===== config.mk =====
export PLATFORM = sky130hd
export DESIGN_NAME = rv_core
export DESIGN_NICKNAME = d
export VERILOG_FILES = /design/src/rv_pkg.sv /design/src/rv_fetch.sv /design/src/rv_decode.sv /design/src/rv_regfile.sv /design/src/rv_alu.sv /design/src/rv_execute.sv /design/src/rv_mem_wb.sv /design/src/rv_core.sv
export VERILOG_INCLUDE_DIRS = /design/src
export SDC_FILE = /design/constraint.sdc
export NUM_CORES = 2
export LEC_CHECK = 0
export BUFFER_PORTS_ARGS = -buffer_cell sky130_fd_sc_hd__buf_2
export CORE_MARGIN = 5
export CORE_UTILIZATION = 60
export DETAILED_ROUTE_END_ITERATION = 7
export PLACE_DENSITY = 0.88
export SLEW_MARGIN = 20
export SYNTH_ARGS = -nofsm -noshare
export SYNTH_HDL_FRONTEND = slang
export SYNTH_HIERARCHICAL = 1
export SYNTH_SLANG_ARGS = --single-unit

===== constraint.sdc =====
create_clock -name clk -period 29.8 [get_ports clk]
set_clock_uncertainty 0.1 [all_clocks]
set_input_delay 8.94 -clock clk [delete_from_list [all_inputs] [get_ports clk]]
set_output_delay 8.94 -clock clk [all_outputs]
set_load 0.1 [all_outputs]

===== src/rv_params.svh =====
`ifndef RV_PARAMS_SVH
`define RV_PARAMS_SVH

// machine word width, addresses use the same width
`define RV_XLEN 32

// first fetch address after reset
`define RV_RESET_PC 32'h0000_0000

// architectural register count
`define RV_NUM_REGS 32

// register index width, log2 of the register count
`define RV_REG_AW 5

`endif


===== src/rv_pkg.sv =====
package rv_pkg;

    typedef enum logic [2:0] {
        FMT_R,
        FMT_I,
        FMT_S,
        FMT_B,
        FMT_U,
        FMT_J,
        FMT_N  // system and unknown opcodes, treated as nop
    } inst_fmt_t;

    typedef enum logic [6:0] {
        OPC_OP     = 7'b0110011,
        OPC_OP_IMM = 7'b0010011,
        OPC_LOAD   = 7'b0000011,
        OPC_STORE  = 7'b0100011,
        OPC_BRANCH = 7'b1100011,
        OPC_JAL    = 7'b1101111,
        OPC_JALR   = 7'b1100111,
        OPC_LUI    = 7'b0110111,
        OPC_AUIPC  = 7'b0010111
    } opcode_t;

    typedef enum logic [3:0] {
        ALU_ADD,
        ALU_SUB,
        ALU_SLL,
        ALU_SLT,
        ALU_SLTU,
        ALU_XOR,
        ALU_SRL,
        ALU_SRA,
        ALU_OR,
        ALU_AND
    } alu_op_t;

    // encodings follow funct3 of the branch opcode
    typedef enum logic [2:0] {
        BR_BEQ  = 3'b000,
        BR_BNE  = 3'b001,
        BR_BLT  = 3'b100,
        BR_BGE  = 3'b101,
        BR_BLTU = 3'b110,
        BR_BGEU = 3'b111
    } branch_cond_t;

    // funct3 of loads and stores
    typedef enum logic [2:0] {
        MEM_BYTE   = 3'b000,
        MEM_HALF   = 3'b001,
        MEM_WORD   = 3'b010,
        MEM_BYTE_U = 3'b100,
        MEM_HALF_U = 3'b101
    } mem_size_t;

endpackage


===== src/rv_fetch.sv =====
`timescale 1ns/100ps
`include "rv_params.svh"

module rv_fetch (
    input  logic               clk,
    input  logic               reset,
    input  logic               jump_en,
    input  logic [`RV_XLEN-1:0] jump_target,
    output logic [`RV_XLEN-1:0] pc,
    output logic [`RV_XLEN-1:0] snpc
);

    logic [`RV_XLEN-1:0] dnpc;

    assign snpc = pc + `RV_XLEN'd4;  // sequential pc, also the link value
    assign dnpc = jump_en ? jump_target : snpc;

    always_ff @(posedge clk) begin
        if (reset) begin
            pc <= `RV_RESET_PC;
        end else begin
            pc <= dnpc;
        end
    end

endmodule


===== src/rv_decode.sv =====
`timescale 1ns/100ps
`include "rv_params.svh"

module rv_decode import rv_pkg::*; (
    input  logic [`RV_XLEN-1:0]   inst,
    output opcode_t               opcode,
    output logic [2:0]            funct3,
    output logic                  funct7_b5,
    output logic [`RV_REG_AW-1:0] rd,
    output logic [`RV_REG_AW-1:0] rs1,
    output logic [`RV_REG_AW-1:0] rs2,
    output inst_fmt_t             fmt,
    output logic [`RV_XLEN-1:0]   imm
);

    assign opcode    = opcode_t'(inst[6:0]);
    assign funct3    = inst[14:12];
    assign funct7_b5 = inst[30];  // sub / sra select
    assign rd        = inst[11:7];
    assign rs1       = inst[19:15];
    assign rs2       = inst[24:20];

    always_comb begin
        case (opcode)
            OPC_OP: fmt = FMT_R;
            OPC_OP_IMM, OPC_LOAD, OPC_JALR: fmt = FMT_I;
            OPC_STORE: fmt = FMT_S;
            OPC_BRANCH: fmt = FMT_B;
            OPC_LUI, OPC_AUIPC: fmt = FMT_U;
            OPC_JAL: fmt = FMT_J;
            default: fmt = FMT_N;  // system opcode lands here too
        endcase
    end

    always_comb begin
        case (fmt)
            FMT_I: begin
                imm = {{20{inst[31]}}, inst[31:20]};
            end
            FMT_S: begin
                imm = {{20{inst[31]}}, inst[31:25], inst[11:7]};
            end
            FMT_B: begin
                imm = {{20{inst[31]}}, inst[7], inst[30:25], inst[11:8], 1'b0};
            end
            FMT_U: begin
                imm = {inst[31:12], 12'h000};  // upper 20 bits
            end
            FMT_J: begin
                imm = {{12{inst[31]}}, inst[19:12], inst[20], inst[30:21], 1'b0};
            end
            default: begin
                imm = '0;  // R and N carry no immediate
            end
        endcase
    end

endmodule


===== src/rv_regfile.sv =====
`timescale 1ns/100ps
`include "rv_params.svh"

module rv_regfile (
    input  logic                  clk,
    input  logic                  we,
    input  logic [`RV_REG_AW-1:0] waddr,
    input  logic [`RV_XLEN-1:0]   wdata,
    input  logic [`RV_REG_AW-1:0] raddr1,
    input  logic [`RV_REG_AW-1:0] raddr2,
    output logic [`RV_XLEN-1:0]   rdata1,
    output logic [`RV_XLEN-1:0]   rdata2
);

    logic [`RV_XLEN-1:0] regs [`RV_NUM_REGS];

    always_ff @(posedge clk) begin
        if (we) begin
            regs[waddr] <= wdata;
        end
    end

    // x0 is hardwired, whatever the array holds
    always_comb begin
        rdata1 = (raddr1 == '0) ? '0 : regs[raddr1];
        rdata2 = (raddr2 == '0) ? '0 : regs[raddr2];
    end

endmodule


===== src/rv_alu.sv =====
`timescale 1ns/100ps
`include "rv_params.svh"

module rv_alu import rv_pkg::*; (
    input  logic [`RV_XLEN-1:0] a,
    input  logic [`RV_XLEN-1:0] b,
    input  alu_op_t             op,
    output logic [`RV_XLEN-1:0] result
);

    logic [4:0] shamt;
    logic       lt_s;
    logic       lt_u;

    assign shamt = b[4:0];  // only the low bits count for shifts
    assign lt_s  = $signed(a) < $signed(b);
    assign lt_u  = a < b;

    always_comb begin
        case (op)
            ALU_ADD:  result = a + b;
            ALU_SUB:  result = a - b;
            ALU_SLL:  result = a << shamt;
            ALU_SLT:  result = {{(`RV_XLEN-1){1'b0}}, lt_s};
            ALU_SLTU: result = {{(`RV_XLEN-1){1'b0}}, lt_u};
            ALU_XOR:  result = a ^ b;
            ALU_SRL:  result = a >> shamt;
            ALU_SRA:  result = $signed(a) >>> shamt;  // keeps the sign
            ALU_OR:   result = a | b;
            ALU_AND:  result = a & b;
            default:  result = '0;
        endcase
    end

endmodule


===== src/rv_execute.sv =====
`timescale 1ns/100ps
`include "rv_params.svh"

module rv_execute import rv_pkg::*; (
    input  opcode_t             opcode,
    input  inst_fmt_t           fmt,
    input  logic [2:0]          funct3,
    input  logic                funct7_b5,
    input  logic [`RV_XLEN-1:0] src1,
    input  logic [`RV_XLEN-1:0] src2,
    input  logic [`RV_XLEN-1:0] imm,
    input  logic [`RV_XLEN-1:0] pc,
    output logic [`RV_XLEN-1:0] alu_result,
    output logic                jump_en,
    output logic [`RV_XLEN-1:0] jump_target
);

    logic [`RV_XLEN-1:0] alu_a;
    logic [`RV_XLEN-1:0] alu_b;
    alu_op_t             alu_op;
    logic                taken;

    rv_alu u_alu (
        .a      (alu_a),
        .b      (alu_b),
        .op     (alu_op),
        .result (alu_result)
    );

    always_comb begin
        case (fmt)
            FMT_B, FMT_J: alu_a = pc;  // pc-relative targets
            FMT_U: alu_a = (opcode == OPC_LUI) ? '0 : pc;
            default: alu_a = src1;
        endcase
        alu_b = (fmt == FMT_R) ? src2 : imm;
    end

    always_comb begin
        alu_op = ALU_ADD;  // address and target arithmetic
        if (opcode == OPC_OP || opcode == OPC_OP_IMM) begin
            case (funct3)
                3'b000: alu_op = (opcode == OPC_OP && funct7_b5) ? ALU_SUB : ALU_ADD;
                3'b001: alu_op = ALU_SLL;
                3'b010: alu_op = ALU_SLT;
                3'b011: alu_op = ALU_SLTU;
                3'b100: alu_op = ALU_XOR;
                3'b101: alu_op = funct7_b5 ? ALU_SRA : ALU_SRL;
                3'b110: alu_op = ALU_OR;
                default: alu_op = ALU_AND;
            endcase
        end
    end

    always_comb begin
        case (branch_cond_t'(funct3))
            BR_BEQ:  taken = (src1 == src2);
            BR_BNE:  taken = (src1 != src2);
            BR_BLT:  taken = ($signed(src1) < $signed(src2));
            BR_BGE:  taken = ($signed(src1) >= $signed(src2));
            BR_BLTU: taken = (src1 < src2);
            BR_BGEU: taken = (src1 >= src2);
            default: taken = 1'b0;  // reserved encodings fall through
        endcase
    end

    assign jump_en = (opcode == OPC_BRANCH && taken) || opcode == OPC_JAL || opcode == OPC_JALR;
    assign jump_target = (opcode == OPC_JALR) ? {alu_result[`RV_XLEN-1:1], 1'b0} : alu_result;

endmodule


===== src/rv_mem_wb.sv =====
`timescale 1ns/100ps
`include "rv_params.svh"

module rv_mem_wb import rv_pkg::*; (
    input  logic                  reset,
    input  opcode_t               opcode,
    input  logic [2:0]            funct3,
    input  logic [`RV_REG_AW-1:0] rd,
    input  logic [`RV_XLEN-1:0]   alu_result,
    input  logic [`RV_XLEN-1:0]   src2,
    input  logic [`RV_XLEN-1:0]   snpc,
    input  logic [`RV_XLEN-1:0]   dmem_rdata,
    output logic [`RV_XLEN-1:0]   dmem_addr,
    output logic                  dmem_we,
    output logic [3:0]            dmem_wstrb,
    output logic [`RV_XLEN-1:0]   dmem_wdata,
    output logic                  gpr_we,
    output logic [`RV_REG_AW-1:0] gpr_waddr,
    output logic [`RV_XLEN-1:0]   gpr_wdata
);

    mem_size_t           size;
    logic [4:0]          lane_shift;
    logic [3:0]          strb_base;
    logic [`RV_XLEN-1:0] rdata_lane;
    logic [`RV_XLEN-1:0] load_data;
    logic                wb_en;

    assign size       = mem_size_t'(funct3);
    assign lane_shift = {alu_result[1:0], 3'b000};  // byte offset in bits
    assign dmem_addr  = alu_result;

    always_comb begin
        case (size)
            MEM_BYTE: strb_base = 4'b0001;
            MEM_HALF: strb_base = 4'b0011;
            MEM_WORD: strb_base = 4'b1111;
            default:  strb_base = 4'b0000;  // no such store
        endcase
    end

    assign dmem_wstrb = strb_base << alu_result[1:0];
    assign dmem_wdata = src2 << lane_shift;
    assign dmem_we    = (opcode == OPC_STORE) && (|strb_base) && !reset;

    assign rdata_lane = dmem_rdata >> lane_shift;  // addressed lane to bit 0

    always_comb begin
        case (size)
            MEM_BYTE:   load_data = {{24{rdata_lane[7]}}, rdata_lane[7:0]};
            MEM_HALF:   load_data = {{16{rdata_lane[15]}}, rdata_lane[15:0]};
            MEM_WORD:   load_data = rdata_lane;
            MEM_BYTE_U: load_data = {24'h00_0000, rdata_lane[7:0]};
            MEM_HALF_U: load_data = {16'h0000, rdata_lane[15:0]};
            default:    load_data = '0;
        endcase
    end

    always_comb begin
        wb_en     = 1'b1;
        gpr_wdata = alu_result;
        case (opcode)
            OPC_JAL, OPC_JALR: gpr_wdata = snpc;  // link
            OPC_LOAD: gpr_wdata = load_data;
            OPC_OP, OPC_OP_IMM, OPC_LUI, OPC_AUIPC: gpr_wdata = alu_result;
            default: wb_en = 1'b0;  // stores, branches, nops
        endcase
    end

    assign gpr_we    = wb_en && (rd != '0) && !reset;
    assign gpr_waddr = rd;

endmodule


===== src/rv_core.sv =====
`timescale 1ns/100ps
`include "rv_params.svh"

module rv_core import rv_pkg::*; (
    input  logic                  clk,
    input  logic                  reset,
    output logic [`RV_XLEN-1:0]   imem_addr,
    input  logic [`RV_XLEN-1:0]   imem_rdata,
    output logic [`RV_XLEN-1:0]   dmem_addr,
    output logic                  dmem_we,
    output logic [3:0]            dmem_wstrb,
    output logic [`RV_XLEN-1:0]   dmem_wdata,
    input  logic [`RV_XLEN-1:0]   dmem_rdata,
    output logic                  gpr_we,
    output logic [`RV_REG_AW-1:0] gpr_waddr,
    output logic [`RV_XLEN-1:0]   gpr_wdata
);

    logic [`RV_XLEN-1:0]   pc;
    logic [`RV_XLEN-1:0]   snpc;
    logic                  jump_en;
    logic [`RV_XLEN-1:0]   jump_target;
    opcode_t               opcode;
    logic [2:0]            funct3;
    logic                  funct7_b5;
    logic [`RV_REG_AW-1:0] rd;
    logic [`RV_REG_AW-1:0] rs1;
    logic [`RV_REG_AW-1:0] rs2;
    inst_fmt_t             fmt;
    logic [`RV_XLEN-1:0]   imm;
    logic [`RV_XLEN-1:0]   rdata1;
    logic [`RV_XLEN-1:0]   rdata2;
    logic [`RV_XLEN-1:0]   alu_result;

    assign imem_addr = pc;  // rom answers in the same cycle

    rv_fetch u_fetch (
        .clk         (clk),
        .reset       (reset),
        .jump_en     (jump_en),
        .jump_target (jump_target),
        .pc          (pc),
        .snpc        (snpc)
    );

    rv_decode u_decode (
        .inst      (imem_rdata),
        .opcode    (opcode),
        .funct3    (funct3),
        .funct7_b5 (funct7_b5),
        .rd        (rd),
        .rs1       (rs1),
        .rs2       (rs2),
        .fmt       (fmt),
        .imm       (imm)
    );

    // write side is the retire port itself
    rv_regfile u_regfile (
        .clk    (clk),
        .we     (gpr_we),
        .waddr  (gpr_waddr),
        .wdata  (gpr_wdata),
        .raddr1 (rs1),
        .raddr2 (rs2),
        .rdata1 (rdata1),
        .rdata2 (rdata2)
    );

    rv_execute u_execute (
        .opcode      (opcode),
        .fmt         (fmt),
        .funct3      (funct3),
        .funct7_b5   (funct7_b5),
        .src1        (rdata1),
        .src2        (rdata2),
        .imm         (imm),
        .pc          (pc),
        .alu_result  (alu_result),
        .jump_en     (jump_en),
        .jump_target (jump_target)
    );

    rv_mem_wb u_mem_wb (
        .reset      (reset),
        .opcode     (opcode),
        .funct3     (funct3),
        .rd         (rd),
        .alu_result (alu_result),
        .src2       (rdata2),
        .snpc       (snpc),
        .dmem_rdata (dmem_rdata),
        .dmem_addr  (dmem_addr),
        .dmem_we    (dmem_we),
        .dmem_wstrb (dmem_wstrb),
        .dmem_wdata (dmem_wdata),
        .gpr_we     (gpr_we),
        .gpr_waddr  (gpr_waddr),
        .gpr_wdata  (gpr_wdata)
    );

endmodule


# Yosys cells after proc, flatten, opt, wreduce, memory -nomap -nowiden
# Memory sizes are Yosys's and may differ from the RTL's.
# Cells that the tools add are included.
# Widths: inputs -> output; s select.
[totals] regBits=32 out_inout_bits=139 mem_bits_rw=1024 wordCells=95 inputBits=66 memories=1
[op_classes] magnitude_cmp=6 mux=21 bitwise=3 add_sub_neg=3 n_eq_ne=32 n_shift=6 reduce_logical=22
[memory_table] name="u_regfile.regs" depth=32 width=32 read_ports=2 rd_ports_with_merged_regs=0 write_ports=1 line_no="rv_regfile.sv:15" rtl="logic [`RV_XLEN-1:0] regs [`RV_NUM_REGS];"
[op_table] operator="$pmux 32 s10" count=1
[op_table] operator="$pmux 32 s5" count=2
[op_table] operator="$mux 32" count=5
[op_table] operator="$lt 32x32->1" count=4
[op_table] operator="$pmux 32 s2" count=2
[op_table] operator="$ge 32x32->1" count=2
[op_table] operator="$shl 32x5->32" count=2
[op_table] operator="$shr 32x5->32" count=2
[op_table] operator="$add 32x3->32 const B" count=1
[op_table] operator="$add 32x32->32" count=1
[op_table] operator="$and 32x32->32" count=1
[op_table] operator="$eq 32x32->1" count=1
[op_table] operator="$ne 32x32->1" count=1
[op_table] operator="$or 32x32->32" count=1
[op_table] operator="$sshr 32x5->32" count=1
[op_table] operator="$sub 32x32->32" count=1
[op_table] operator="$xor 32x32->32" count=1
[op_table] operator="$pmux 4 s7" count=1
[op_table] operator="$eq 7x6->1 const B" count=3
[op_table] operator="$eq 7x7->1 const B" count=3
[op_table] operator="$eq 3x3->1 const B" count=6
[op_table] operator="$pmux 3 s6" count=1
[op_table] operator="$eq 4x3->1 const B" count=4
[op_table] operator="$eq 7x5->1 const B" count=2
[op_table] operator="22 further kinds" count=44

# Longest topological paths before layout
[logic_depth] word_depth=11 depth_mapped=34 mapped_depth_nobuf=26

# Modules after synthesis
# Netlist, hierarchy kept.
[by_module_without_submodules] module="rv_regfile" cells_per_inst=2400 seq_area_each_um2=30749.5 n_inst=1 area_per_inst_um2=46960.0
[by_module_without_submodules] module="rv_alu" cells_per_inst=1210 seq_area_each_um2=0.0 n_inst=1 area_per_inst_um2=8436.8
[by_module_without_submodules] module="rv_mem_wb" cells_per_inst=322 seq_area_each_um2=0.0 n_inst=1 area_per_inst_um2=2112.0
[by_module_without_submodules] module="rv_execute" cells_per_inst=267 seq_area_each_um2=0.0 n_inst=1 area_per_inst_um2=2003.2
[by_module_without_submodules] module="rv_fetch" cells_per_inst=231 seq_area_each_um2=640.6 n_inst=1 area_per_inst_um2=1870.5
[by_module_without_submodules] module="rv_decode" cells_per_inst=125 seq_area_each_um2=0.0 n_inst=1 area_per_inst_um2=833.3

# Least setup slack after synthesis
# OpenSTA, ideal clock, no wires.
[synth_path] path_type="input to output" start="in imem_rdata[3]" end="out gpr_wdata[8]" cell_stages=33 setup_slack_ps=1082 required_ps=20760 t_arrival_ps=19678 path_buffers=10 path_cell_list="buf_2 -> or2_1 -> nor3_2 -> inv_1 -> ha_1 -> o31a_1 -> or2_2 -> nor3_1 -> clkbuf_1 -> mux2_2 -> clkbuf_1 -> clkinv_1 -> buf_2 -> buf_1 -> buf_1 -> ha_1 -> buf_4 -> o21bai_1 -> a2111oi_2 -> a211oi_1 -> a211o_1 -> a311o_1 -> a21oi_1 -> o21a_1 -> o21ai_0 -> a31oi_1 -> buf_2 -> buf_2 -> buf_2 -> mux2i_1 -> nor2_1 -> a21oi_1 -> o311ai_1"
[synth_between] elab_chain_cells=11 elab_cells_between_ends=53 classes_between="2 x add/sub; 2 x order compare; 23 x eq/ne; 4 x shift; 11 x mux; 3 x bitwise; 8 x reduce/logical"
[synth_lines] item="start: declaration" line_no="rv_core.sv:8" rtl="input logic [`RV_XLEN-1:0] imem_rdata,"
[synth_lines] item="$eq 7x5->1 (tied with other cells)" line_no="rv_decode.sv:24" rtl="case (opcode)"
[synth_lines] item="$reduce_or 3->1 / $reduce_or 2->1 (equally long branches)" line_no="rv_decode.sv:24"
[synth_lines] item="$pmux 3 s6 *" line_no="rv_decode.sv:24"
[synth_lines] item="via fmt[2]" line_no="rv_core.sv:29" rtl="inst_fmt_t fmt;"
[synth_lines] item="$eq 3x3->1 (tied with other cells)" line_no="rv_decode.sv:36" rtl="case (fmt)"
[synth_lines] item="$pmux 32 s5" line_no="rv_decode.sv:36"
[synth_lines] item="$mux 32 *" line_no="rv_execute.sv:36" rtl="alu_b = (fmt == FMT_R) ? src2 : imm;"
[synth_lines] item="via u_execute.alu_b[2]" line_no="rv_execute.sv:19" rtl="logic [`RV_XLEN-1:0] alu_b;"
[synth_lines] item="$lt 32x32->1 (tied with other cells)" line_no="rv_alu.sv:17" rtl="assign lt_u = a < b;"
[synth_lines] item="$pmux 32 s10 *" line_no="rv_alu.sv:20" rtl="case (op)"
[synth_lines] item="via alu_result[0]" line_no="rv_core.sv:33" rtl="logic [`RV_XLEN-1:0] alu_result;"
[synth_lines] item="$shr 32x5->32 *" line_no="rv_mem_wb.sv:46" rtl="assign rdata_lane = dmem_rdata >> lane_shift;"
[synth_lines] item="$pmux 32 s5 *" line_no="rv_mem_wb.sv:49" rtl="case (size)"
[synth_lines] item="$pmux 32 s2 *" line_no="rv_mem_wb.sv:62" rtl="case (opcode)"
[synth_lines] item="end: declaration" line_no="rv_core.sv:16" rtl="output logic [`RV_XLEN-1:0] gpr_wdata"
# The timed path passes the listed nets; every way through them passes the cells marked *.

# Worst setup path in the final report
[layout_path] start="in imem_rdata[23]" end="out gpr_wdata[30]"
[layout_between] elab_chain_cells=8 elab_cells_between_ends=19 classes_between="2 x add/sub; 2 x order compare; 4 x shift; 6 x mux; 3 x bitwise; 1 x reduce/logical; 1 x memory"
[layout_lines] item="$mem_v2 32x32 / $logic_not 5->1 (equally long branches)"
[layout_lines] item="$mux 32 *" line_no="rv_regfile.sv:26" rtl="rdata2 = (raddr2 == '0) ? '0 : regs[raddr2];"
[layout_lines] item="via rdata2[0]" line_no="rv_core.sv:32" rtl="logic [`RV_XLEN-1:0] rdata2;"
[layout_lines] item="$mux 32 *" line_no="rv_execute.sv:36"
[layout_lines] item="via u_execute.alu_b[0]" line_no="rv_execute.sv:19"
[layout_lines] item="$sub 32x32->32 (tied with other cells)" line_no="rv_alu.sv:22" rtl="ALU_SUB: result = a - b;"
[layout_lines] item="$pmux 32 s10 *" line_no="rv_alu.sv:20"
[layout_lines] item="$shr 32x5->32" line_no="rv_mem_wb.sv:46"
[layout_lines] item="$pmux 32 s5" line_no="rv_mem_wb.sv:49"
[layout_lines] item="$pmux 32 s2 *" line_no="rv_mem_wb.sv:62"
# Marked as above.

==> results by group <==
Status
  – Outcome: complete, but fails checks
  – Failing checks: DRC

Yosys
  – Fraction of registers with async set/reset: 0
  – Number of synthesized flops with an enable pin: 1024
  – Post-Syn Instances: 4555
  – #FFs+latches synth: 1056
  – Synthesized area per cell: 13.66 um^2
  – Post-synthesis sequential area ratio: 0.5045
  – Mapped Nets: 4756
  – Unique masters post-synth: 107
  – Synth warn: 6
  – Ys flop type: edfxtp_1
  – Mapped Area: 62220 um^2

Power
  – LEAKAGE: 0.02372 uW
  – PwrDens: 56.76 nW/um^2
  – IR drop worst, VDD: 0.07595 mV

Clocking
  – TritonCTS Buffers: 100
  – Clk root buf: clkbuf_16
  – Clock latency on the worst-skew pair: 0.71 ns
  – Quantity of hold-fixing buffers added after cts: 0
  – Post CTS Setup Buffer Count: 0
  – CTS H-tree depth: 3
  – CTS tree: done
  – Clock slew at reported path FFs: 0.07 ns
  – CTS resizes: 0
  – CTS Buffer Depth: 3
  – Clock sinks: 1056

Critical path
  – Crit path arrival time: 18.42 ns
  – CP max-delay cell: and4_1
  – CP peak stage delay: 0.67 ns
  – CP startpoint kind: input pin
  – CP endpoint kind: output pin
  – Critical Path RT: 20.76 ns
  – Setup CP Type: in -> out
  – CP Max Fanout: 40
  – CP dominant cell by count: buf_4

Timing
  – RSZ-0062 raised after global routing: no
  – Part of the cycle the worst path needs: 0.9215
  – Achievable Freq: 36.42 MHz
  – Least-Margin Pin Slew: 1.290 ns
  – Rel. slew slack: 0.1331
  – Total negative slack: 0 ns
  – Slew Limit Fails: 0
  – Final Hold Viols: 0
  – # setup viols final: 0
  – Tmin final: 27.46 ns
  – Final worst slack: 2.340 ns

Global routing
  – Largest net degree at the start of global routing: 107
  – First-pass GRT wire length: 354100 um
  – Initial antenna violation count: 36
  – Vias in the first global route: 47804
  – GR Overflow Total: 0
  – Overall global routing resource usage: 0.4456

Die
  – DIE AREA: 110200 um^2
  – Die height: 332.0 um
  – Floorplan core area: 103200 um^2
  – Std-Cell Rows: 118
  – Initial Utilization: 0.6029
  – IO Pins: 205
  – Die width: 332.0 um

Place
  – # port buffers: 204
  – Pre-CTS WS: 2.963 ns
  – Dpl hpwl: 166100 um
  – Gpl congestion: 1.090

Routing
  – Vias per cell: 8.253
  – Antenna viol nets, final: 0
  – DRC Markers: 143
  – Vias: 50261
  – Initial DRC count: 9962
  – Total Routed Length: 253400 um
  – WL/cell: 41.62 um
  – Drt first pass iters: 8

Run
  – Max Cap Viol: 0

Cells and area
  – Area Growth Syn to Fin: 9.376%
  – Nets: 4805
  – Share of cells above drive strength 1: 0.2525
  – FILL cells: 6783

Worst hold path
  – HP Class: reg -> reg
==> cell usage after synthesis, drive strengths merged, types with 10 or more instances <==
| master | n | area [um^2] |
|---|---|---|
| buf | 250 | 1645 |
| mux4 | 480 | 10850 |
| nor2b | 34 | 212.7 |
| o21ai | 134 | 670.6 |
| clkbuf | 205 | 770.7 |
| dfxtp | 32 | 640.6 |
| nand2 | 225 | 844.6 |
| mux2 | 71 | 803.3 |
| xor2 | 16 | 140.1 |
| and4 | 10 | 87.58 |
| nor3 | 90 | 465.5 |
| or2 | 11 | 68.82 |
| nor2 | 268 | 1006 |
| edfxtp | 1024 | 30750 |
| nand2b | 26 | 162.7 |
| a32o | 10 | 100.1 |
| o22ai | 66 | 412.9 |
| nand4 | 20 | 152.6 |
| o211ai | 30 | 225.2 |
| and3 | 12 | 75.07 |
| a221oi | 55 | 488.0 |
| o221ai | 41 | 359.1 |
| o21a | 22 | 165.2 |
| a22oi | 29 | 217.7 |
| xnor2 | 21 | 183.9 |
| a211oi | 101 | 768.2 |
| a31oi | 16 | 100.1 |
| mux2i | 264 | 2643 |
| or3 | 27 | 173.9 |
| a311oi | 11 | 96.34 |
| ha | 133 | 1664 |
| a21oi | 210 | 1059 |
| a211o | 30 | 262.8 |
| o31ai | 12 | 95.09 |
| o311ai | 11 | 103.9 |
| a21o | 26 | 195.2 |
| inv | 167 | 626.9 |
| nor4 | 35 | 234.0 |
| nand3 | 52 | 265.3 |
| a22o | 95 | 832.1 |
| and2 | 29 | 181.4 |
| a2111oi | 41 | 384.1 |
| nand3b | 11 | 82.58 |
==> critical path: cells and delay by family <==
family	cells	cell delay, ns
buffers and inverters	7	2.86
adders and majority gates	2	0.74
muxes	1	0.50
and+or+nand+nor	5	2.10
AOI/OAI and AO/OA	12	3.13
==> sequential cells by signal, indices dropped and copies added (netlist names) <==
name / cells
u_regfile/regs: 1024
u_fetch/pc: 32
==> cell families (layout without fill, tap and decap cells) <==
kind of cell / after synthesis / in the layout / share of synthesized area
AOI/OAI and AO/OA: 1006 / 1006 / 0.1151
xor gates and xnor gates: 37 / 37 / 0.005209
adders and majority gates: 135 / 135 / 0.02739
buffers and inverters: 625 / 759 / 0.04909
DFF: 1056 / 1056 / 0.5045
muxes: 815 / 815 / 0.2297
other: 0 / 21 / 0
and+or+nand+nor: 881 / 881 / 0.06894
==> cell type report <==
class                           count  area [um^2]  share of cell area
Sequential cell                  1056        31390              0.4613
Multi-Input combinational cell   2874        28310              0.4161
Clock buffer                      120         2620             0.03850
Timing Repair Buffer              402         2606             0.03830
Tap cell                         1380         1727             0.02537
Clock inverter                     67        700.7             0.01030
Inverter                          170        640.6            0.009414
Antenna cell                       21        52.55           0.0007722
==> layout by cell type (no fill, tap or decap), types with 39 or more instances in the layout <==
master / instances
edfxtp_1: 1024
mux4_2: 470
mux2i_1: 264
nor2_1: 233
nand2_1: 225
a21oi_1: 204
buf_2: 198
buf_4: 194
inv_1: 166
ha_1: 133
o21ai_0: 127
clkbuf_16: 102
a211oi_1: 98
a22o_1: 95
nor3_1: 83
o22ai_1: 66
a221oi_1: 54
nand3_1: 51
mux2_2: 50
o221ai_1: 41
a2111oi_0: 39
==> worst paths after layout <==
path / start / to / slack, ns / cells after the start
min: u_fetch/pc[19] / u_fetch/pc[19] / 0.54 / 2
max reg2reg: u_regfile/regs[11][2] / u_regfile/regs[27][24] / 21.27 / 22
min reg2reg: u_fetch/pc[19] / u_fetch/pc[19] / 0.54 / 2
max: imem_rdata[23] / gpr_wdata[30] / 2.34 / 27
==> power breakdown <==
part	total, uW	internal [uW]	switching [uW]
clock	1320	742	576
combinational	865	221	645
sequential	1680	1680	2.99
==> routing by layer <==
layer  part of all wire  GRT usage  up-vias
li1                   -          -    18448
met5            0.00082          0        -
met2               0.41     0.6391     6018
met3               0.19     0.2111     1632
met4              0.097     0.2970       26
met1               0.30     0.5395    24137
==> stage by stage <==
step | utilization | total power (uW) | hold slack (ns) | cells | instance area [um^2]
global route | 0.6589 | 3940 | 0.6038 | 6071 | 68000
floorplan | - | 2286 | 0.8935 | 4555 | 62220
CTS | 0.6586 | 3816 | 0.5202 | 6068 | 67970
detailed placement | 0.6264 | 2524 | 0.5112 | 5881 | 64650
finish | 0.6594 | 3862 | 0.5403 | 6090 | 68050
global placement | 0.6263 | 2510 | 0.4897 | 5881 | 64640
No activity file was read; power rests on OpenSTA's default activity.
